$ cat src/rtl/eeprom_config.svh
`ifndef EEPROM_CONFIG_SVH
`define EEPROM_CONFIG_SVH

// Memory organization, eight banks of 256 bytes for 2 KB in total
`define EEPROM_BANKS        8
`define EEPROM_BANK_BITS    3
`define EEPROM_BANK_DEPTH   256
`define EEPROM_ADDR_BITS    8
`define EEPROM_BYTE_BITS    8

// Upper nibble of every control byte this device answers to
`define EEPROM_DEVICE_TYPE  4'b1010

// Flops on scl and sdata before edge detection
`define EEPROM_SYNC_STAGES  2

`endif
$ cat src/rtl/eeprom_pkg.sv
`default_nettype none
`include "eeprom_config.svh"

package eeprom_pkg;

    // Control byte layout, most significant bit first on the wire
    typedef struct packed {
        logic [3:0]                   device_type;
        logic [`EEPROM_BANK_BITS-1:0] bank;
        logic                         read;   // 0 selects a write transfer
    } ctrl_fields_t;

    // The received byte is a control byte in the control phase and plain data afterwards
    typedef union packed {
        ctrl_fields_t                 ctrl;
        logic [`EEPROM_BYTE_BITS-1:0] data;
    } shift_word_t;

    // One request word seen by every bank and by the read selector
    typedef struct packed {
        logic                         write;  // Single-cycle strobe
        logic [`EEPROM_BANK_BITS-1:0] bank;
        logic [`EEPROM_ADDR_BITS-1:0] addr;
        logic [`EEPROM_BYTE_BITS-1:0] wdata;
    } mem_req_t;

endpackage

`default_nettype wire

$ cat src/rtl/eeprom_bank.sv
`timescale 1ns/1ns
`default_nettype none
`include "eeprom_config.svh"

module eeprom_bank #(
    parameter int BANK_INDEX = 0
) (
    input  logic                         sda,
    input  eeprom_pkg::mem_req_t         mem_req,
    output logic [`EEPROM_BYTE_BITS-1:0] rd_data
);

    logic [`EEPROM_BYTE_BITS-1:0] mem [`EEPROM_BANK_DEPTH];
    logic                         bank_hit;

    assign bank_hit = (mem_req.bank == (`EEPROM_BANK_BITS)'(BANK_INDEX));

    always_ff @(posedge sda)
    begin
        if (mem_req.write && bank_hit)
        begin
            mem[mem_req.addr] <= mem_req.wdata;
        end
    end

    // Read runs every cycle whatever the bank field says, the selector picks later
    always_ff @(posedge sda)
    begin
        rd_data <= mem[mem_req.addr];
    end

endmodule

`default_nettype wire

$ cat config.mk
export PLATFORM = sky130hd
export DESIGN_NAME = eeprom_bank
export DESIGN_NICKNAME = d
export VERILOG_FILES = /design/src/rtl/eeprom_pkg.sv /design/src/rtl/eeprom_bank.sv
export VERILOG_INCLUDE_DIRS = /design/src /design/src/rtl
export SDC_FILE = /design/constraint.sdc
export NUM_CORES = 2
export LEC_CHECK = 0
export ABC_CLOCK_PERIOD_IN_PS = 2900
export BUFFER_PORTS_ARGS = -buffer_cell sky130_fd_sc_hd__buf_4
export CAP_MARGIN = 15
export CORE_MARGIN = 5
export CORE_UTILIZATION = 40
export CTS_CLUSTER_SIZE = 20
export DETAILED_ROUTE_END_ITERATION = 10
export SLEW_MARGIN = 0
export SYNTH_ARGS = -nofsm -noshare
export SYNTH_HDL_FRONTEND = slang
export SYNTH_SLANG_ARGS = --single-unit
$ cat constraint.sdc
create_clock -name sda -period 2.9 [get_ports sda]
set_input_delay 0.435 -clock sda [delete_from_list [all_inputs] [get_ports sda]]
set_output_delay 0.435 -clock sda [all_outputs]
set_load 0.03 [all_outputs]
==> impl_metrics.json <==
{
  "outcome": "finished with violations",
  "violations": "negative setup slack",
  "clk_path_buf_depth": 3,
  "period_needed_ps": 2930,
  "grt_setup_unrepaired": "false",
  "r2r_start": "mem[11][7]",
  "htreeDepth": 4,
  "crit_family": "compound AO/OA/AOI/OAI gates",
  "vias": 39325,
  "swShare_pct": 21.4,
  "hold_start": "mem_req[7]",
  "peakVddDrop_mv": 0.611,
  "setup_ws_ps": -32.9,
  "clkPwrFrac_pct": 40.8,
  "skew_ps": 48.4,
  "grt_max_degree": 162,
  "multi_input_area_um2": 15700,
  "wirelength_mm": 197,
  "drive_gt1_share_pct": 33.9,
  "ys.flop_type": "edfxtp_1",
  "cp_common_cell": "buf_12",
  "core_area_um2": 195000,
  "first_global_vias": 39639,
  "power.internal_mw": 47.3,
  "worstRegToRegCells": 5,
  "yosysMostFrequentCell": "edfxtp_1",
  "synth_seq_cells": 2056,
  "finalSetupViolations": 1,
  "seqCellArea_um2": 61700,
  "overflow": 0,
  "place_hpwl_mm": 124,
  "drtPass1Iterations": 5,
  "tightest_slew_ps": 1150,
  "power_frac_comb_pct": 4.9,
  "crit_buf_inv": 5,
  "worstHoldEndpoint": "mem[118][7]",
  "die_y_um": 452,
  "slowest_stage": "o41ai_1",
  "regToRegSetupSlack_ps": 270,
  "synthDistinctLibCells": 23,
  "synthToLayoutAreaGrowth_pct": 18.7,
  "crit_path_cell_trace": "buf_8 > buf_12 > buf_4 > buf_12 > buf_12 > mux4_2 > a22oi_1 > a21oi_1 > o41ai_1 > nand4_1",
  "yosys_warnings": 0,
  "path_class": "primary input to flop",
  "period_share_pct": 101,
  "leakage_nw": 29.4,
  "power_mw": 60.2,
  "min_path_type": "primary input to flop",
  "cp-start-kind": "primary input",
  "slew_headroom_pct": 23.0,
  "clock-sinks": 2056,
  "worst-path-stages": 10,
  "start_util_pct": 40.2,
  "antenna_left": 0,
  "numPortBuffers": 28,
  "crit_arrival_ps": 3600,
  "syn_area_um2": 78300,
  "rows": 162,
  "clock_insertion_delay_worst_skew_ps": 840,
  "critPathMaxStageDelay_ps": 930,
  "cts_tree": "done",
  "grt_util_all_layers_pct": 19.3,
  "routabilityCongestion": 0.833,
  "postLayoutCellArea_um2": 92900,
  "fillers": 15880,
  "maxCapViolations": 0,
  "dieWidth_um": 452,
  "clk_pin_slew_ps": 60,
  "root_buffer": "clkbuf_16",
  "endpoint_kind": "flop",
  "wl_per_cell_um": 28.4,
  "finalHoldViolations": 0,
  "synth_top_area_share_pct": 78.6,
  "cp_max_fo": 21,
  "hold_depth": 1,
  "critical_path_required_ps": 3570,
  "seq_power_share_pct": 54.3,
  "synth.top_cells.by_count": "2048 x edfxtp_1, 512 x mux4_2, 260 x nor2_1, 256 x a22oi_1, 150 x clkbuf_1",
  "antenna_found_initial": 9,
  "async_flop_share_pct": 0,
  "pin_count": 29,
  "drt-vias-per-instance": 5.65,
  "synthTopCellsByArea": "edfxtp_1 79%, mux4_2 15%, a22oi_1 2.5%, nor2_1 1.2%, a21oi_1 0.82%",
  "final_max_slew_viol_count": 0,
  "drt_iter0_drc": 4543,
  "placed_area_um2": 86700,
  "powerDensity_nw_per_um2": 648,
  "syn-num-nets": 3547,
  "rr_endpoint": "rd_data[7]",
  "p_sw_mw": 12.9,
  "grt_first_pass_wirelength_mm": 287,
  "syn-mean-instance-area_um2": 22.2,
  "drc": 0,
  "post_cts_buffers": 0,
  "synth_area_leader_cell": "edfxtp_1",
  "synthCells": 3526,
  "fin_nets": 4188,
  "fmax_ghz": 0.341,
  "die_area_um2": 205000,
  "synth_edf_count": 2048,
  "seq_area_frac_synth_pct": 78.8,
  "cts_made_buffers": 203
}
[power groups by stage]
stage | logic (mW) | registers, mW | clock network, mW
final | 2.94 | 32.7 | 24.6
after global routing | 3.12 | 32.7 | 26.4
after CTS | 2.99 | 32.7 | 25.0
after detailed placement | 2.97 | 33.4 | 0
after global placement | 2.94 | 33.4 | 0
after floorplan | 1.38 | 33.4 | 0
[placed cells by master (no fill, tap or decap), types with 5 or more instances in the layout]
| cell type | count |
|---|---|
| a21oi_1 | 128 |
| a22oi_1 | 256 |
| buf_12 | 81 |
| buf_4 | 567 |
| buf_8 | 10 |
| bufinv_16 | 6 |
| clkbuf_1 | 39 |
| clkbuf_16 | 204 |
| clkinv_1 | 62 |
| clkinv_2 | 39 |
| dfxtp_1 | 8 |
| edfxtp_1 | 2048 |
| inv_6 | 5 |
| mux4_2 | 512 |
| nand2_1 | 14 |
| nand2_2 | 16 |
| nand4_1 | 8 |
| nor2_1 | 259 |
| o41ai_1 | 28 |
[cell families (layout without fill, tap and decap cells)]
group / after synthesis / after routing / synth area share, %
AO/OA/AOI/OAI: 416 / 416 / 3.63
buffers and inverters: 225 / 1032 / 1.27
flip-flops: 2056 / 2056 / 78.8
multiplexers: 512 / 512 / 14.7
other: 0 / 3 / 0
AND/OR/NAND/NOR: 317 / 317 / 1.61
[repair_timing]
item	CTS	global route
hold buffers	3	0
cloned	0	0
hold endpoints to repair	12	0
resized for setup	1	3
endpoints found under the setup margin	1	3
[flip-flops by register name, indices dropped and copies added (netlist names)]
| register | count |
|---|---|
| rd_data | 8 |
| mem | 2048 |
[area by class of cell]
| cell class | instances | share of cell area [%] |
|---|---|---|
| sequential | 2056 | 66.4 |
| multi-input combinational | 1245 | 16.9 |
| timing repair buffer | 661 | 6.52 |
| clock buffer | 243 | 5.65 |
| tap | 2624 | 3.53 |
| clock inverter | 128 | 1.00 |
| antenna | 3 | 0.00808 |
[metrics by stage]
step	util [%]	setup TNS, ps	std cells	hold WS, ps	setup WS, ps
final	47.7	-32.9	6960	77.6	-32.9
after detailed placement	44.5	-24770	6583	701	-957
after global routing	47.7	0	6959	52.7	20.4
after CTS	47.7	0	6957	25.1	6.65
after floorplan	-	0	3526	534	306
after global placement	44.5	-24560	6583	701	-985
[metal layers]
metal | share of wire (%) | vias up | GRT usage, %
met5 | 0.013 | - | 0
met1 | 42 | 21239 | 27.7
met2 | 49 | 1514 | 30.8
li1 | - | 16295 | -
met3 | 7.1 | 273 | 3.26
met4 | 2.4 | 4 | 5.07
[worst register-to-register path: stages, from the launching register on]
cell and delay, ps:
edfxtp_1 370, mux4_2 470, a22oi_1 360, a21oi_1 140, o41ai_1 970, nand4_1 150
[how the worst max path moves through the flow]
stage | startpoint | end | slack (ps)
3_5_place_dp | mem_req[8] | rd_data[7] | -960
5_1_grt | mem_req[8] | rd_data[5] | 20
6_report | mem_req[8] | rd_data[7] | -30
4_1_cts | mem_req[8] | rd_data[0] | 7
2_1_floorplan | mem_req[8] | mem[104][0] | 310
3_3_place_gp | mem_req[8] | rd_data[7] | -980
No activity file was read; power rests on OpenSTA's default activity.
