<file path="src/rtl/eeprom_config.svh">
`ifndef EEPROM_CONFIG_SVH
`define EEPROM_CONFIG_SVH

// Memory organization, eight banks of 256 bytes for 2 KB in total
`define EEPROM_BANKS        8
`define EEPROM_BANK_BITS    3
`define EEPROM_BANK_DEPTH   256
`define EEPROM_ADDR_BITS    8
`define EEPROM_BYTE_BITS    8

// Upper nibble of every control byte this device answers to
`define EEPROM_DEVICE_TYPE  4'b1010

// Flops on scl and sdata before edge detection
`define EEPROM_SYNC_STAGES  2

`endif
</file>
<file path="src/rtl/eeprom_pkg.sv">
`default_nettype none
`include "eeprom_config.svh"

package eeprom_pkg;

    // Control byte layout, most significant bit first on the wire
    typedef struct packed {
        logic [3:0]                   device_type;
        logic [`EEPROM_BANK_BITS-1:0] bank;
        logic                         read;   // 0 selects a write transfer
    } ctrl_fields_t;

    // The received byte is a control byte in the control phase and plain data afterwards
    typedef union packed {
        ctrl_fields_t                 ctrl;
        logic [`EEPROM_BYTE_BITS-1:0] data;
    } shift_word_t;

    // One request word seen by every bank and by the read selector
    typedef struct packed {
        logic                         write;  // Single-cycle strobe
        logic [`EEPROM_BANK_BITS-1:0] bank;
        logic [`EEPROM_ADDR_BITS-1:0] addr;
        logic [`EEPROM_BYTE_BITS-1:0] wdata;
    } mem_req_t;

endpackage

`default_nettype wire

</file>
<file path="src/rtl/eeprom_read_mux.sv">
`timescale 1ns/1ns
`default_nettype none
`include "eeprom_config.svh"

module eeprom_read_mux (
    input  logic                                             sda,
    input  logic                                             reset,
    input  eeprom_pkg::mem_req_t                             mem_req,
    input  logic [`EEPROM_BANKS-1:0][`EEPROM_BYTE_BITS-1:0]  bank_data,
    input  logic                                             load,
    input  logic                                             shift,
    output logic                                             tx_bit
);

    logic [`EEPROM_BYTE_BITS-1:0] sel_byte;
    logic [`EEPROM_BYTE_BITS-1:0] shift_reg;

    assign sel_byte = bank_data[mem_req.bank];

    always_ff @(posedge sda)
    begin
        if (reset)
        begin
            shift_reg <= '0;
        end
        else if (load)
        begin
            shift_reg <= sel_byte;
        end
        else if (shift)
        begin
            shift_reg <= {shift_reg[`EEPROM_BYTE_BITS-2:0], 1'b0};   // Next bit to the top
        end
    end

    // Most significant bit goes out first
    assign tx_bit = shift_reg[`EEPROM_BYTE_BITS-1];

endmodule

`default_nettype wire

</file>
<file path="config.mk">
export PLATFORM = sky130hd
export DESIGN_NAME = eeprom_read_mux
export DESIGN_NICKNAME = d
export VERILOG_FILES = /design/src/rtl/eeprom_pkg.sv /design/src/rtl/eeprom_read_mux.sv
export VERILOG_INCLUDE_DIRS = /design/src /design/src/rtl
export SDC_FILE = /design/constraint.sdc
export NUM_CORES = 1
export LEC_CHECK = 0
export BUFFER_PORTS_ARGS = -buffer_cell sky130_fd_sc_hd__buf_2
export CAP_MARGIN = 20
export CORE_MARGIN = 2
export CORE_UTILIZATION = 41
export CTS_BUF_LIST = sky130_fd_sc_hd__clkbuf_4
export CTS_CLUSTER_DIAMETER = 50
export DETAILED_ROUTE_END_ITERATION = 6
export GPL_TIMING_DRIVEN = 0
export HOLD_SLACK_MARGIN = 0.03
export PLACE_DENSITY = 0.92
export REMOVE_ABC_BUFFERS = 1
export SETUP_SLACK_MARGIN = 0.2
export SYNTH_ARGS = -nofsm -noshare
export SYNTH_HDL_FRONTEND = slang
export SYNTH_SLANG_ARGS = --single-unit
export TNS_END_PERCENT = 10
</file>
<file path="constraint.sdc">
create_clock -name sda -period 1.65 [get_ports sda]
set_clock_uncertainty 0.2 [all_clocks]
set_input_delay 0 -clock sda [delete_from_list [all_inputs] [get_ports sda]]
set_output_delay 0 -clock sda [all_outputs]
set_load 0.01 [all_outputs]
</file>
==> tab_implementation.tex <==
\begin{tabular}{lr}
\hline
Metric & Value \\
\hline
\multicolumn{2}{l}{\textbf{Drt}} \\
\quad Post-detailed-route wirelength per cell & 15.3 um \\
\quad Drt drc & 0 \\
\quad Number of antenna-violating nets in the routed design & 0 \\
\quad DRC violation total after the first TritonRoute iteration & 22 \\
\quad Met1 wire length & 1160 um \\
\quad Wire length reported by the detailed router & 3400 um \\
\quad Top Metal Used & met4 \\
\quad Routed vias & 1164 \\
\quad Post-detailed-route via-to-cell ratio & 5.24 \\
\quad First-pass detailed-route iteration total & 7 \\
\quad Routed wire length on met3 & roughly 160 um \\
\quad Met2 WL post-DR & 1940 um \\
\multicolumn{2}{l}{\textbf{Yosys}} \\
\quad Sequential element share of the synthesized area & 0.171 \\
\quad Count of yosys warnings during synthesis & 0 \\
\quad Mean area per synthesized cell & between 9 and 10 um\^{}2 \\
\quad Synthesized area & 936 um\^{}2 \\
\quad Number of distinct standard cells referenced by the synthesized netlist & 18 \\
\quad Gate Count Post-Synth & 94 \\
\quad Number of register bits inferred by synthesis & 8 \\
\multicolumn{2}{l}{\textbf{Placement}} \\
\quad IO buf count & 71 \\
\quad Gpl congestion & 0.761 \\
\quad Detailed-placement wirelength estimate & 1920 um \\
\quad Worst slack at placement & around 0.10 ns \\
\multicolumn{2}{l}{\textbf{STA}} \\
\quad Minimum clock period & 1.32 ns \\
\quad Crit share post-route & 0.803 \\
\quad Setup repair after global routing missed its margin & no \\
\quad Worst slew pin tran & around 0.7 ns \\
\quad Final-report hold violation count & 0 \\
\quad Slew Limit Fails & 0 \\
\quad Sum of negative setup slack & 0 ns \\
\quad Setup ws final & 0.326 ns \\
\quad Worst slew margin relative to its limit & 0.528 \\
\quad Maximum clock rate & between 700 and 800 MHz \\
\quad Setup-failing EPs final & 0 \\
\multicolumn{2}{l}{\textbf{Die}} \\
\quad Io pins & 89 \\
\quad Starting Density & 0.427 \\
\quad DIE WIDTH & 51.8 um \\
\quad Area of the core & 2190 um\^{}2 \\
\quad Die Height & between 50 and 60 um \\
\quad Total Die Area & 2680 um\^{}2 \\
\quad Row count & 17 \\
\multicolumn{2}{l}{\textbf{CTS}} \\
\quad TritonCTS clock tree & done \\
\quad Number of buffers on the longest clock path & 2 \\
\quad Setup Buffers After CTS & 0 \\
\quad Post-CTS sizing & 0 \\
\quad CTS clock-pin slew for the worst setup and hold paths & roughly 0.060 ns \\
\quad Clock sink count & 8 \\
\quad Hold buffers post-CTS & 34 \\
\quad H-tree depth & 1 \\
\quad Root Driver & sky130\_fd\_sc\_hd\_\_clkbuf\_4 \\
\quad Number of buffers added by the clock tree synthesis step & 3 \\
\quad Clock insertion delay at the later pin of the skew report & between 0.2 and 0.3 ns \\
\multicolumn{2}{l}{\textbf{Worst hold path}} \\
\quad Kind of path behind the tightest hold check & input pin to flop \\
\quad Worst hold path cell count & 4 \\
\multicolumn{2}{l}{\textbf{Global routing}} \\
\quad Total Routing Usage GR & 0.261 \\
\quad Vias in the first global route & $\sim$1200 \\
\quad Largest net degree at the start of global routing & 33 \\
\quad Antenna violations before repair & 0 \\
\quad Total global routing overflow & 0 \\
\quad First-pass GRT wire length & 4930 um \\
\multicolumn{2}{l}{\textbf{Setup path}} \\
\quad Type of element capturing the critical path & flop \\
\quad Data arrival time of the critical path & 1.27 ns \\
\quad Crit path max fanout & 32 \\
\quad Reg-to-reg setup timing slack & 0.60 ns \\
\quad Required arrival time at the worst endpoint & 1.60 ns \\
\quad Worst Path Class, Setup & input pin to flop \\
\quad Crit path launch type & input pin \\
\quad Register-to-Register Path Depth & 3 \\
\multicolumn{2}{l}{\textbf{Power}} \\
\quad Ratio of total power to cell area & about 440 nW/um\^{}2 \\
\quad Leakage Power & 0.000737 uW \\
\quad Worst voltage drop across the vdd grid & 0.383 mV \\
\multicolumn{2}{l}{\textbf{Layout}} \\
\quad Ratio of cells with drive above 1 in the final layout & 0.521 \\
\quad Flip-flop count of the largest register, all copies and words added & 8 \\
\quad Filler cell count & 160 \\
\quad Count of inserted antenna diode cells & 0 \\
\quad Synth-to-layout area growth & 70.5\% \\
\quad Final Net Count & 284 \\
\multicolumn{2}{l}{\textbf{Run}} \\
\quad Max capacitance violation total & 0 \\
\multicolumn{2}{l}{\textbf{Status}} \\
\quad Status & finished, final reports clean \\
\hline
\end{tabular}
## cells by family after synthesis
logic type / Yosys count / share of synthesized area
compound gates: 24 / 0.176
buf+inv: 9 / 0.104
flops: 8 / 0.171
mux: 39 / 0.477
simple gates: 14 / 0.0709
## Yosys cell counts
cell	count	area, um^2
sky130_fd_sc_hd__o31ai_1	7	52.6
sky130_fd_sc_hd__nand2b_1	2	12.5
sky130_fd_sc_hd__buf_12	3	60.1
sky130_fd_sc_hd__buf_6	1	11.3
sky130_fd_sc_hd__mux2_4	2	30.0
sky130_fd_sc_hd__or2_1	1	6.26
sky130_fd_sc_hd__dfxtp_1	8	160
sky130_fd_sc_hd__nand3b_1	1	7.51
sky130_fd_sc_hd__mux2_1	13	146
sky130_fd_sc_hd__buf_2	3	15.0
sky130_fd_sc_hd__o22ai_1	16	100
sky130_fd_sc_hd__nand2_1	8	30.0
sky130_fd_sc_hd__nor2_1	1	3.75
sky130_fd_sc_hd__nor2b_1	1	6.26
sky130_fd_sc_hd__o31ai_2	1	12.5
sky130_fd_sc_hd__mux2_2	24	270
sky130_fd_sc_hd__buf_4	1	7.51
sky130_fd_sc_hd__inv_1	1	3.75
## power by group
group	switching (uW)	internal (uW)	leakage, uW
registers	9.53	211	0.0000662
logic	115	204	0.000657
clock network	76.7	83.9	0.0000138
total	201	499	0.000737
## critical path, cell delays in order
cell and delay [ns]:
sky130_fd_sc_hd__buf_2 0.55, sky130_fd_sc_hd__mux2_1 0.39, sky130_fd_sc_hd__o22ai_1 0.20, sky130_fd_sc_hd__o31ai_1 0.11
## through the flow
stage | util | power [uW] | area [um^2] | std cells | hold slack, ns
3_3_place_gp | 0.563 | 464 | 1230 | 185 | 0.197
6_report | 0.728 | 700 | 1600 | 222 | 0.0130
5_1_grt | 0.728 | 730 | 1600 | 222 | 0.0332
4_1_cts | 0.728 | 687 | 1600 | 222 | 0.0300
2_1_floorplan | - | 353 | 842 | 86 | -0.0130
3_5_place_dp | 0.563 | 472 | 1230 | 185 | 0.195
## layout make-up
type,count,area (um^2),share of cell area
Clock buffer,3,22.5,0.0141
Inverter,1,3.75,0.00235
Multi-Input combinational cell,77,678,0.425
Sequential cell,8,160,0.100
Tap cell,28,35.0,0.0220
Timing Repair Buffer,105,696,0.436
## layout by cell type (no fill, tap or decap), types with 2 or more instances in the layout
master                          instances
sky130_fd_sc_hd__dfxtp_1                8
sky130_fd_sc_hd__o31ai_1                7
sky130_fd_sc_hd__clkbuf_4               3
sky130_fd_sc_hd__o22ai_1               16
sky130_fd_sc_hd__buf_2                 71
sky130_fd_sc_hd__dlygate4sd3_1         34
sky130_fd_sc_hd__nand2_1                8
sky130_fd_sc_hd__nand2b_1               2
sky130_fd_sc_hd__mux2_2                24
sky130_fd_sc_hd__mux2_1                13
sky130_fd_sc_hd__mux2_4                 2
## metal layers
metal	GRT usage	up-vias
met5	0	-
met4	0.154	0
met3	0.0517	12
met2	0.519	55
met1	0.239	530
li1	-	567
## path summary, 6_finish.rpt
path | startpoint | end
max | mem_req[16] | shift_reg[3]$_SDFFE_PP0P_
min | bank_data[53] | shift_reg[5]$_SDFFE_PP0P_
max reg2reg | shift_reg[3]$_SDFFE_PP0P_ | shift_reg[4]$_SDFFE_PP0P_
min reg2reg | shift_reg[0]$_SDFFE_PP0P_ | shift_reg[0]$_SDFFE_PP0P_
No activity file was read; power rests on OpenSTA's default activity.
