<file path="config.mk">
export PLATFORM = sky130hd
export DESIGN_NAME = eeprom_bus_ctrl
export DESIGN_NICKNAME = d
export VERILOG_FILES = /design/src/rtl/eeprom_pkg.sv /design/src/rtl/eeprom_bus_ctrl.sv
export VERILOG_INCLUDE_DIRS = /design/src /design/src/rtl
export SDC_FILE = /design/constraint.sdc
export NUM_CORES = 1
export LEC_CHECK = 0
export ABC_AREA = 1
export BUFFER_PORTS_ARGS = -buffer_cell sky130_fd_sc_hd__buf_4
export CAP_MARGIN = 0
export CELL_PAD_IN_SITES_DETAIL_PLACEMENT = 1
export CELL_PAD_IN_SITES_GLOBAL_PLACEMENT = 1
export CORE_ASPECT_RATIO = 1.25
export CORE_UTILIZATION = 42
export CTS_CLUSTER_DIAMETER = 100
export DETAILED_ROUTE_END_ITERATION = 8
export PLACE_DENSITY_LB_ADDON = 0.2
export SYNTH_ARGS = -nofsm -noshare
export SYNTH_HDL_FRONTEND = slang
export SYNTH_SLANG_ARGS = --single-unit
</file>
<file path="constraint.sdc">
create_clock -name sda -period 2.35 [get_ports sda]
set_clock_uncertainty 0.1 [all_clocks]
set_input_delay 0.5875 -clock sda [delete_from_list [all_inputs] [get_ports sda]]
set_output_delay 0.5875 -clock sda [all_outputs]
set_load 0.005 [all_outputs]
</file>
<file path="src/rtl/eeprom_config.svh">
`ifndef EEPROM_CONFIG_SVH
`define EEPROM_CONFIG_SVH

// Memory organization, eight banks of 256 bytes for 2 KB in total
`define EEPROM_BANKS        8
`define EEPROM_BANK_BITS    3
`define EEPROM_BANK_DEPTH   256
`define EEPROM_ADDR_BITS    8
`define EEPROM_BYTE_BITS    8

// Upper nibble of every control byte this device answers to
`define EEPROM_DEVICE_TYPE  4'b1010

// Flops on scl and sdata before edge detection
`define EEPROM_SYNC_STAGES  2

`endif
</file>
<file path="src/rtl/eeprom_pkg.sv">
`default_nettype none
`include "eeprom_config.svh"

package eeprom_pkg;

    // Control byte layout, most significant bit first on the wire
    typedef struct packed {
        logic [3:0]                   device_type;
        logic [`EEPROM_BANK_BITS-1:0] bank;
        logic                         read;   // 0 selects a write transfer
    } ctrl_fields_t;

    // The received byte is a control byte in the control phase and plain data afterwards
    typedef union packed {
        ctrl_fields_t                 ctrl;
        logic [`EEPROM_BYTE_BITS-1:0] data;
    } shift_word_t;

    // One request word seen by every bank and by the read selector
    typedef struct packed {
        logic                         write;  // Single-cycle strobe
        logic [`EEPROM_BANK_BITS-1:0] bank;
        logic [`EEPROM_ADDR_BITS-1:0] addr;
        logic [`EEPROM_BYTE_BITS-1:0] wdata;
    } mem_req_t;

endpackage

`default_nettype wire

</file>
<file path="src/rtl/eeprom_bus_ctrl.sv">
`timescale 1ns/1ns
`default_nettype none
`include "eeprom_config.svh"

module eeprom_bus_ctrl (
    input  logic                 sda,
    input  logic                 reset,
    input  logic                 scl,
    input  logic                 sdata,
    input  logic                 tx_bit,
    output eeprom_pkg::mem_req_t mem_req,
    output logic                 load,
    output logic                 shift,
    output logic                 sdata_pull
);

    typedef enum logic [2:0] {
        st_idle,
        st_control,
        st_address,
        st_write_data,
        st_read_data,
        st_read_ack
    } state_t;

    state_t                         state;
    logic [`EEPROM_SYNC_STAGES-1:0] scl_sync;
    logic [`EEPROM_SYNC_STAGES-1:0] sdata_sync;
    logic                           scl_s;
    logic                           sdata_s;
    logic                           scl_q;
    logic                           sdata_q;
    logic                           scl_rise;
    logic                           scl_fall;
    logic                           start_seen;
    logic                           stop_seen;
    logic [3:0]                     bit_cnt;
    eeprom_pkg::shift_word_t        rx_word;
    eeprom_pkg::shift_word_t        next_word;
    logic                           receiving;
    logic                           byte_done;
    logic                           device_ok;
    logic                           ctrl_valid;
    logic                           ack_now;
    logic                           ack_pull;
    logic                           master_ack;
    logic                           write_q;
    logic [`EEPROM_BANK_BITS-1:0]   bank_q;
    logic [`EEPROM_ADDR_BITS-1:0]   addr_q;
    logic [`EEPROM_BYTE_BITS-1:0]   wdata_q;

    // Idle bus level is high, so the synchronizers come out of reset at one
    always_ff @(posedge sda)
    begin
        if (reset)
        begin
            scl_sync   <= '1;
            sdata_sync <= '1;
            scl_q      <= 1'b1;
            sdata_q    <= 1'b1;
        end
        else
        begin
            scl_sync   <= {scl_sync[`EEPROM_SYNC_STAGES-2:0], scl};
            sdata_sync <= {sdata_sync[`EEPROM_SYNC_STAGES-2:0], sdata};
            scl_q      <= scl_s;
            sdata_q    <= sdata_s;
        end
    end

    assign scl_s   = scl_sync[`EEPROM_SYNC_STAGES-1];
    assign sdata_s = sdata_sync[`EEPROM_SYNC_STAGES-1];

    // Registered event pulses, three cycles behind the pins
    always_ff @(posedge sda)
    begin
        if (reset)
        begin
            scl_rise   <= 1'b0;
            scl_fall   <= 1'b0;
            start_seen <= 1'b0;
            stop_seen  <= 1'b0;
        end
        else
        begin
            scl_rise   <= scl_s & ~scl_q;
            scl_fall   <= ~scl_s & scl_q;
            start_seen <= scl_s & scl_q & sdata_q & ~sdata_s;
            stop_seen  <= scl_s & scl_q & ~sdata_q & sdata_s;
        end
    end

    // sdata_q lines up with the sample that produced scl_rise
    assign next_word.data = {rx_word.data[`EEPROM_BYTE_BITS-2:0], sdata_q};

    assign receiving  = (state == st_control) || (state == st_address) ||
                        (state == st_write_data);
    assign byte_done  = scl_rise && receiving && (bit_cnt == 4'd7);
    assign device_ok  = (next_word.ctrl.device_type == `EEPROM_DEVICE_TYPE);
    assign ctrl_valid = (rx_word.ctrl.device_type == `EEPROM_DEVICE_TYPE);
    assign ack_now    = (state != st_control) || ctrl_valid;

    always_ff @(posedge sda)
    begin
        if (scl_rise && receiving && (bit_cnt < 4'd8))
        begin
            rx_word <= next_word;
        end
        if (byte_done && (state == st_write_data))
        begin
            wdata_q <= next_word.data;
        end
    end

    always_ff @(posedge sda)
    begin
        if (reset)
        begin
            state      <= st_idle;
            bit_cnt    <= 4'd0;
            ack_pull   <= 1'b0;
            master_ack <= 1'b0;
            write_q    <= 1'b0;
            bank_q     <= '0;
            addr_q     <= '0;
        end
        else
        begin
            write_q <= 1'b0;
            if (start_seen)
            begin
                state    <= st_control;   // A repeated start keeps the address
                bit_cnt  <= 4'd0;
                ack_pull <= 1'b0;
            end
            else if (stop_seen)
            begin
                state    <= st_idle;
                bit_cnt  <= 4'd0;
                ack_pull <= 1'b0;
            end
            else if (scl_rise && (state != st_idle))
            begin
                bit_cnt <= bit_cnt + 4'd1;
                if (byte_done)
                begin
                    case (state)
                        st_control:
                        begin
                            if (device_ok)
                            begin
                                bank_q <= next_word.ctrl.bank;
                            end
                        end
                        st_address:    addr_q  <= next_word.data;
                        st_write_data: write_q <= 1'b1;
                        default:       write_q <= 1'b0;
                    endcase
                end
                else if (bit_cnt == 4'd8)
                begin
                    // Address moves on during the acknowledge bit and wraps inside the bank
                    if ((state == st_write_data) || (state == st_read_ack))
                    begin
                        addr_q <= addr_q + 1'b1;
                    end
                    if (state == st_read_ack)
                    begin
                        master_ack <= ~sdata_q;
                    end
                end
            end
            else if (scl_fall)
            begin
                if ((bit_cnt == 4'd8) && receiving)
                begin
                    ack_pull <= ack_now;
                end
                else if ((bit_cnt == 4'd8) && (state == st_read_data))
                begin
                    state <= st_read_ack;   // Line is released for the master
                end
                else if (bit_cnt == 4'd9)
                begin
                    ack_pull <= 1'b0;
                    bit_cnt  <= 4'd0;
                    case (state)
                        st_control:
                        begin
                            if (!ctrl_valid)
                                state <= st_idle;
                            else if (rx_word.ctrl.read)
                                state <= st_read_data;
                            else
                                state <= st_address;
                        end
                        st_address:  state <= st_write_data;
                        st_read_ack: state <= master_ack ? st_read_data : st_idle;
                        default:     state <= state;
                    endcase
                end
            end
        end
    end

    // Loading on the event itself keeps the first data bit within four cycles of the pin
    assign load  = scl_fall && (bit_cnt == 4'd9) &&
                   (((state == st_control) && ctrl_valid && rx_word.ctrl.read) ||
                    ((state == st_read_ack) && master_ack));
    assign shift = scl_fall && (state == st_read_data) &&
                   (bit_cnt >= 4'd1) && (bit_cnt <= 4'd7);

    assign sdata_pull = (state == st_read_data) ? ~tx_bit : ack_pull;

    assign mem_req = '{write: write_q, bank: bank_q, addr: addr_q, wdata: wdata_q};

endmodule

`default_nettype wire

</file>
==> flow_summary.yaml, run 1 <==
yosys:
  syn_inst: 291
  synth_area_leaders: "dfxtp_1 (27%), edfxtp_1 (21%), nand2_1 (11%), nor2_1 (8.0%), inv_1 (7.1%)"
  synth_edf_count: 16
  synthTopCellsByCount: "nand2_1 (64), nor2_1 (48), inv_1 (43)"
  yosysWarnings: 0
  avgSynthCellArea_um2: 7.76
  syn-num-nets: 301
  ys_seq_elements: 47
  yosysUniqueCellTypes: 30
  synth.top_cell.area_share_pct: 27.5
  yosysMostFrequentCell: "nand2_1"
  synthArstFlopShare_pct: 0
  synth_area_um2: 2260
  synth_ff_type: "dfxtp_1"
  yosysSeqAreaShare_pct: 48.8
  synth_area_leader_cell: "dfxtp_1"
floorplanning:
  die_w_um: 67.6
  rows: 29
  core_area_um2: 5120
  io_pins: 28
  die_area_um2: 5680
  die_h_um: 84.0
  start_util_pct: 44.1
routing:
  initialDrtViolationCount: 148
  drtPass1Iterations: 5
  antenna_left: 0
  totalWireLength_mm: 5.51
  via_count: 1977
  routed_via_density: 5.12
  wl_per_cell_um: 14.3
  drc_errors: 0
place:
  port_buffers: 27
  place_congestion: 0.862
  dpl-instance-area_um2: 2530
  hpwl_mm: 4.22
  place_ws_ps: 402
  dp_cells: 378
power:
  max-vdd-ir-drop_v: 0.000334
  p_leak_uw: 0.00124
  p_per_area_nw_per_um2: 526
hold_path:
  min_from: "sdata_sync[0]"
  min_delay_path_depth: 1
  worstHoldPathType: "reg2reg"
  min_to: "sdata_sync[1]"
critical_path:
  start_kind: "flip-flop"
  reg2reg_from: "bit_cnt[0]"
  cp.required_ps: 1660
  r2r_end: "bank_q[1]"
  end_kind: "primary output"
  worstRegToRegCells: 9
  cp.arrival_ps: 1530
  crit_path_max_fanout: 6
  rrSetupSlack_ps: 430
  crit_type: "reg2out"
sta:
  tns_ps: 0
  hold_violations: 0
  post-route-period-util_pct: 94.1
  setup_ws_ps: 137
  max_freq_ghz: 0.452
  fin_crit_ps: 2210
  setup_viol: 0
  rsz0062_at_grt: "no"
  max_slew_margin_pct: 65.0
  final_max_slew_viol_count: 0
  tightest_slew_ps: 524
final_layout:
  final_core_util_pct: 51.2
  drive_gt1_share_pct: 18.2
  fin_nets: 333
  syn_to_final_growth_pct: 16.1
  final_cells: 386
  fill_cells: 665
  fin_area_um2: 2620
  n_antenna_cell: 0
global_route:
  grt.overflow.total: 0
  track_usage_pct: 21.9
  antenna_found_initial: 0
  grt_max_degree: 16
  grt_pass1_vias: 2019
  grt_pass1_wl_mm: 9.38
clock_tree:
  cts_root_buf: "clkbuf_8"
  clk_latency_ps: 310
  htree_levels: 2
  cts_tree: "done"
  cts_buffers: 5
  cts_sinks: 47
  ctsHoldBuffers: 0
  clkTransAtPathRegs_ps: 90
  cts.path.max_buffers: 2
job:
  drv_cap: 0
run_status:
  status: "completed"
routing by layer:
| metal | share of wire (%) | vias to the layer above | routed length (µm) | global-route usage (%) |
|---|---|---|---|---|
| met5 | 0 | - | 0 | 0 |
| met1 | 41 | 940 | 2270 | 24.8 |
| met4 | 1.5 | 0 | 84 | 7.16 |
| li1 | - | 996 | - | - |
| met2 | 55 | 32 | 3010 | 39.7 |
| met3 | 2.6 | 9 | 143 | 3.55 |
report_power, final:
group	internal (µW)	switching [µW]	leakage, µW
Clock	208	293	0.0000418
Sequential	840	3.85	0.000396
Combinational	11.3	21.8	0.000807
stage by stage:
stage | power [µW] | hold WS, ps
3_5_place_dp | 897 | 299
2_1_floorplan | 883 | 289
6_report | 1380 | 316
3_3_place_gp | 895 | 291
4_1_cts | 1390 | 321
5_1_grt | 1420 | 326
cell usage in the layout (no fill, tap or decap), drive strengths merged, types with 6 or more instances in the layout:
| master | n |
|---|---|
| nor2 | 55 |
| nand4 | 6 |
| nand2 | 68 |
| o21ai | 13 |
| a21oi | 8 |
| nand3 | 19 |
| edfxtp | 16 |
| inv | 45 |
| dfxtp | 31 |
| buf | 30 |
logic make-up (layout without fill, tap and decap cells):
group	after synthesis	count (layout)	share of synthesized area [%]
buffers and inverters	50	83	9.03
AO/OA/AOI/OAI	28	28	6.93
XOR/XNOR	1	1	0.388
flip-flops	47	47	48.8
AND/OR/NAND/NOR	160	160	32.1
adder cells (fa/ha/maj)	5	5	2.77
layout make-up:
class                      instances  area, µm²  area share, %
clock buffer                       5       68.8           2.63
timing repair buffer              30        225           8.59
sequential                        47       1100           42.0
inverter                          45        169           6.44
tap                               62       77.6           2.96
multi-input combinational        194        960           36.6
clock inverter                     3       20.0          0.764
sequential cells by signal, summed over array words and instances, names as in the netlist, 2 cells and up:
register    flops
rx_word         8
sdata_sync      2
scl_sync        2
state           3
addr_q          8
bank_q          3
wdata_q         8
bit_cnt         4
repair_timing:
action	in CTS	in global routing
setup buffers	0	0
gates resized for setup	0	3
endpoints found under the hold margin	0	0
endpoints found under the setup margin	0	1
critical path, cell delays in order, from the launching register on:
cell	delay [ps]
dfxtp_1	420
ha_1	200
nand3_1	140
nor2_1	150
a21boi_2	180
buf_4	120
worst max path at each step:
stage,startpoint,to,slack (ps),depth (start not counted)
2_1_floorplan,bit_cnt[0],wdata_q[0],440,6
3_3_place_gp,bit_cnt[0],load,420,5
3_5_place_dp,bit_cnt[0],load,400,5
4_1_cts,bit_cnt[0],load,50,5
5_1_grt,state[1],shift,3,4
6_report,bit_cnt[0],load,140,5
(Power assumes the default switching activity.)
==> inputs of run 2 (changes only) <==
ABC_AREA = unset   (was 1)
CORE_UTILIZATION = 44   (was 42)
==> flow_summary.yaml, run 2 <==
yosys:
  synth.top_cell.area_share_pct: 27.7
  yosys.area_share.adder_pct: 2.79
  synth_top_family_by_area: "simple AND/OR/NAND/NOR gates"
  yosysSeqAreaShare_pct: 49.1
  synth_compound_area_share_pct: 17.3
  yosysMostFrequentCell: "dfxtp_1"
  synth_area_leaders: "dfxtp_1 (28%), edfxtp_1 (21%), nor2_1 (4.4%), a21oi_1 (3.3%), ha_1 (2.8%)"
  yosysUniqueCellTypes: 56
  syn_inst: 232
  synthTopCellsByCount: "dfxtp_1 (31), nor2_1 (26), edfxtp_1 (16), nand2_1 (16), a21oi_1 (15)"
  ys_seq_elements: 47
  yosysWarnings: 0
  avgSynthCellArea_um2: 9.67
  synthArstFlopShare_pct: 0
  synth_area_um2: 2240
  syn-num-nets: 242
  synth_simple_gate_area_share_pct: 25.2
  synth-xor-area-share_pct: 0
  synthMuxAreaShare_pct: 2.29
  synth_ff_type: "dfxtp_1"
  synth_edf_count: 16
  synth_area_leader_cell: "dfxtp_1"
final_layout:
  fill_cells: 568
  mostFrequentLayoutCell: "buf_4"
  syn_to_final_growth_pct: 21.9
  fin_nets: 287
  multi_input_area_um2: 1090
  fin_area_um2: 2740
  reg.largest.list: "addr_q x8, rx_word x8, wdata_q x8"
  seq_area_um2: 1100
  n_antenna_cell: 0
  drive_gt1_share_pct: 27.0
  layout_common_cells: "buf_4 (49), dfxtp_1 (30), nor2_1 (26)"
critical_path:
  start_kind: "flip-flop"
  end_kind: "primary output"
  r2r_end: "bank_q[1]"
  cp.arrival_ps: 1680
  crit_path_max_fanout: 2
  cp.required_ps: 1660
  worstRegToRegCells: 5
  crit_type: "reg2out"
  reg2reg_from: "bit_cnt[3]"
  rrSetupSlack_ps: 200
place:
  place_ws_ps: 112
  place_congestion: 0.855
  hpwl_mm: 4.29
  dpl-instance-area_um2: 2610
  port_buffers: 27
floorplanning:
  core_area_um2: 4830
  rows: 28
  start_util_pct: 46.4
  io_pins: 28
  die_area_um2: 5390
  die_h_um: 81.8
  die_w_um: 65.9
global_route:
  grt_max_degree: 26
  antenna_found_initial: 0
  grt_pass1_wl_mm: 9.72
  grt_pass1_vias: 1986
  grt.overflow.total: 0
  track_usage_pct: 24.1
hold_path:
  min_to: "scl_sync[1]"
  min_delay_path_depth: 1
  worstHoldPathType: "reg2reg"
  min_from: "scl_sync[0]"
sta:
  max_slew_margin_pct: 74.4
  tightest_slew_ps: 374
  fin_crit_ps: 2370
  post-route-period-util_pct: 101
  hold_violations: 0
  setup_ws_ps: -16.1
  holdWs_ps: 316
  max_freq_ghz: 0.423
  tns_ps: -16.1
  final_max_slew_viol_count: 0
  setup_viol: 1
  rsz0062_at_grt: "yes"
clock_tree:
  cts_sinks: 47
  clk_latency_ps: 300
  ctsHoldBuffers: 0
  cts_tree: "done"
  htree_levels: 2
  clkTransAtPathRegs_ps: 90
  cts.path.max_buffers: 2
  cts_root_buf: "clkbuf_8"
  cts_buffers: 5
power:
  power.internal_uw: 1060
  sw_frac_of_total_pct: 21.8
  p_sw_uw: 297
  pwr-share-comb_pct: 3.0
  p_leak_uw: 0.000995
  max-vdd-ir-drop_v: 0.000351
  p_per_area_nw_per_um2: 498
  p_clk_share_pct: 34.9
  power_frac_seq_pct: 62.1
routing:
  via_count: 1954
  initialDrtViolationCount: 150
  antenna_left: 0
  wl_per_cell_um: 17.9
  drtPass1Iterations: 4
  routed_via_density: 5.78
  totalWireLength_mm: 6.05
  drc_errors: 0
run_status:
  violations: "setup timing"
  status: "finished, violations left"
job:
  drv_cap: 0
[run 2: worst max path at each step]
stage	start	end	depth (start not counted)
2_1_floorplan	state[2]	shift	4
3_3_place_gp	rx_word[4]	load	6
3_5_place_dp	bit_cnt[0]	state[1]	7
4_1_cts	rx_word[6]	load	6
5_1_grt	rx_word[4]	load	6
6_report	rx_word[4]	load	6
[run 2: stage by stage]
step / total power (µW) / std cells / utilization [%]
after floorplan: 884 / 232 / -
after global placement: 903 / 327 / 54.0
after detailed placement: 905 / 327 / 54.0
after CTS: 1370 / 336 / 56.1
after global routing: 1400 / 338 / 56.6
final: 1360 / 338 / 56.6
[run 2: worst max-delay path: stages, from the launching register on]
cell	delay, ps
edfxtp_1	450
nor4bb_4	350
nand2_1	120
nor2_1	120
a21oi_1	50
nor3_1	150
buf_4	140
[run 2: metal layers]
layer | up-vias | global-route usage (%) | routed length (µm) | share of wire (%)
met3 | 14 | 3.89 | 151 | 2.5
met5 | - | 0 | 0 | 0
li1 | 941 | - | - | -
met1 | 964 | 28.1 | 2540 | 42
met4 | 0 | 9.35 | 156 | 2.6
met2 | 35 | 43.4 | 3210 | 53
[run 2: power by group through the flow]
stage	clock (µW)	combinational, µW	sequential (µW)
floorplan	0	22.3	862
global placement	0	39.6	864
detailed placement	0	40.8	864
CTS	484	41.1	845
global route	513	45.0	846
finish	475	40.9	845
[run 2: cells by family after synthesis]
group	after synthesis
compound gates	59
simple gates	99
flops	47
buf+inv	17
fa+ha+maj	5
mux	5
[run 2: final cells by class]
cell class                      instances  area share, %
Tap cell                               60           2.74
Timing Repair Buffer                   49           13.4
Clock buffer                            6           2.65
Inverter                                6          0.823
Sequential cell                        47           40.3
Multi-Input combinational cell        168           39.7
Clock inverter                          2          0.320
[run 2: what timing repair did]
| item | CTS | global route |
|---|---|---|
| pin swaps | 2 | 2 |
| resized for setup | 3 | 2 |
| endpoints found under the setup margin | 2 | 3 |
| setup buffers | 1 | 2 |
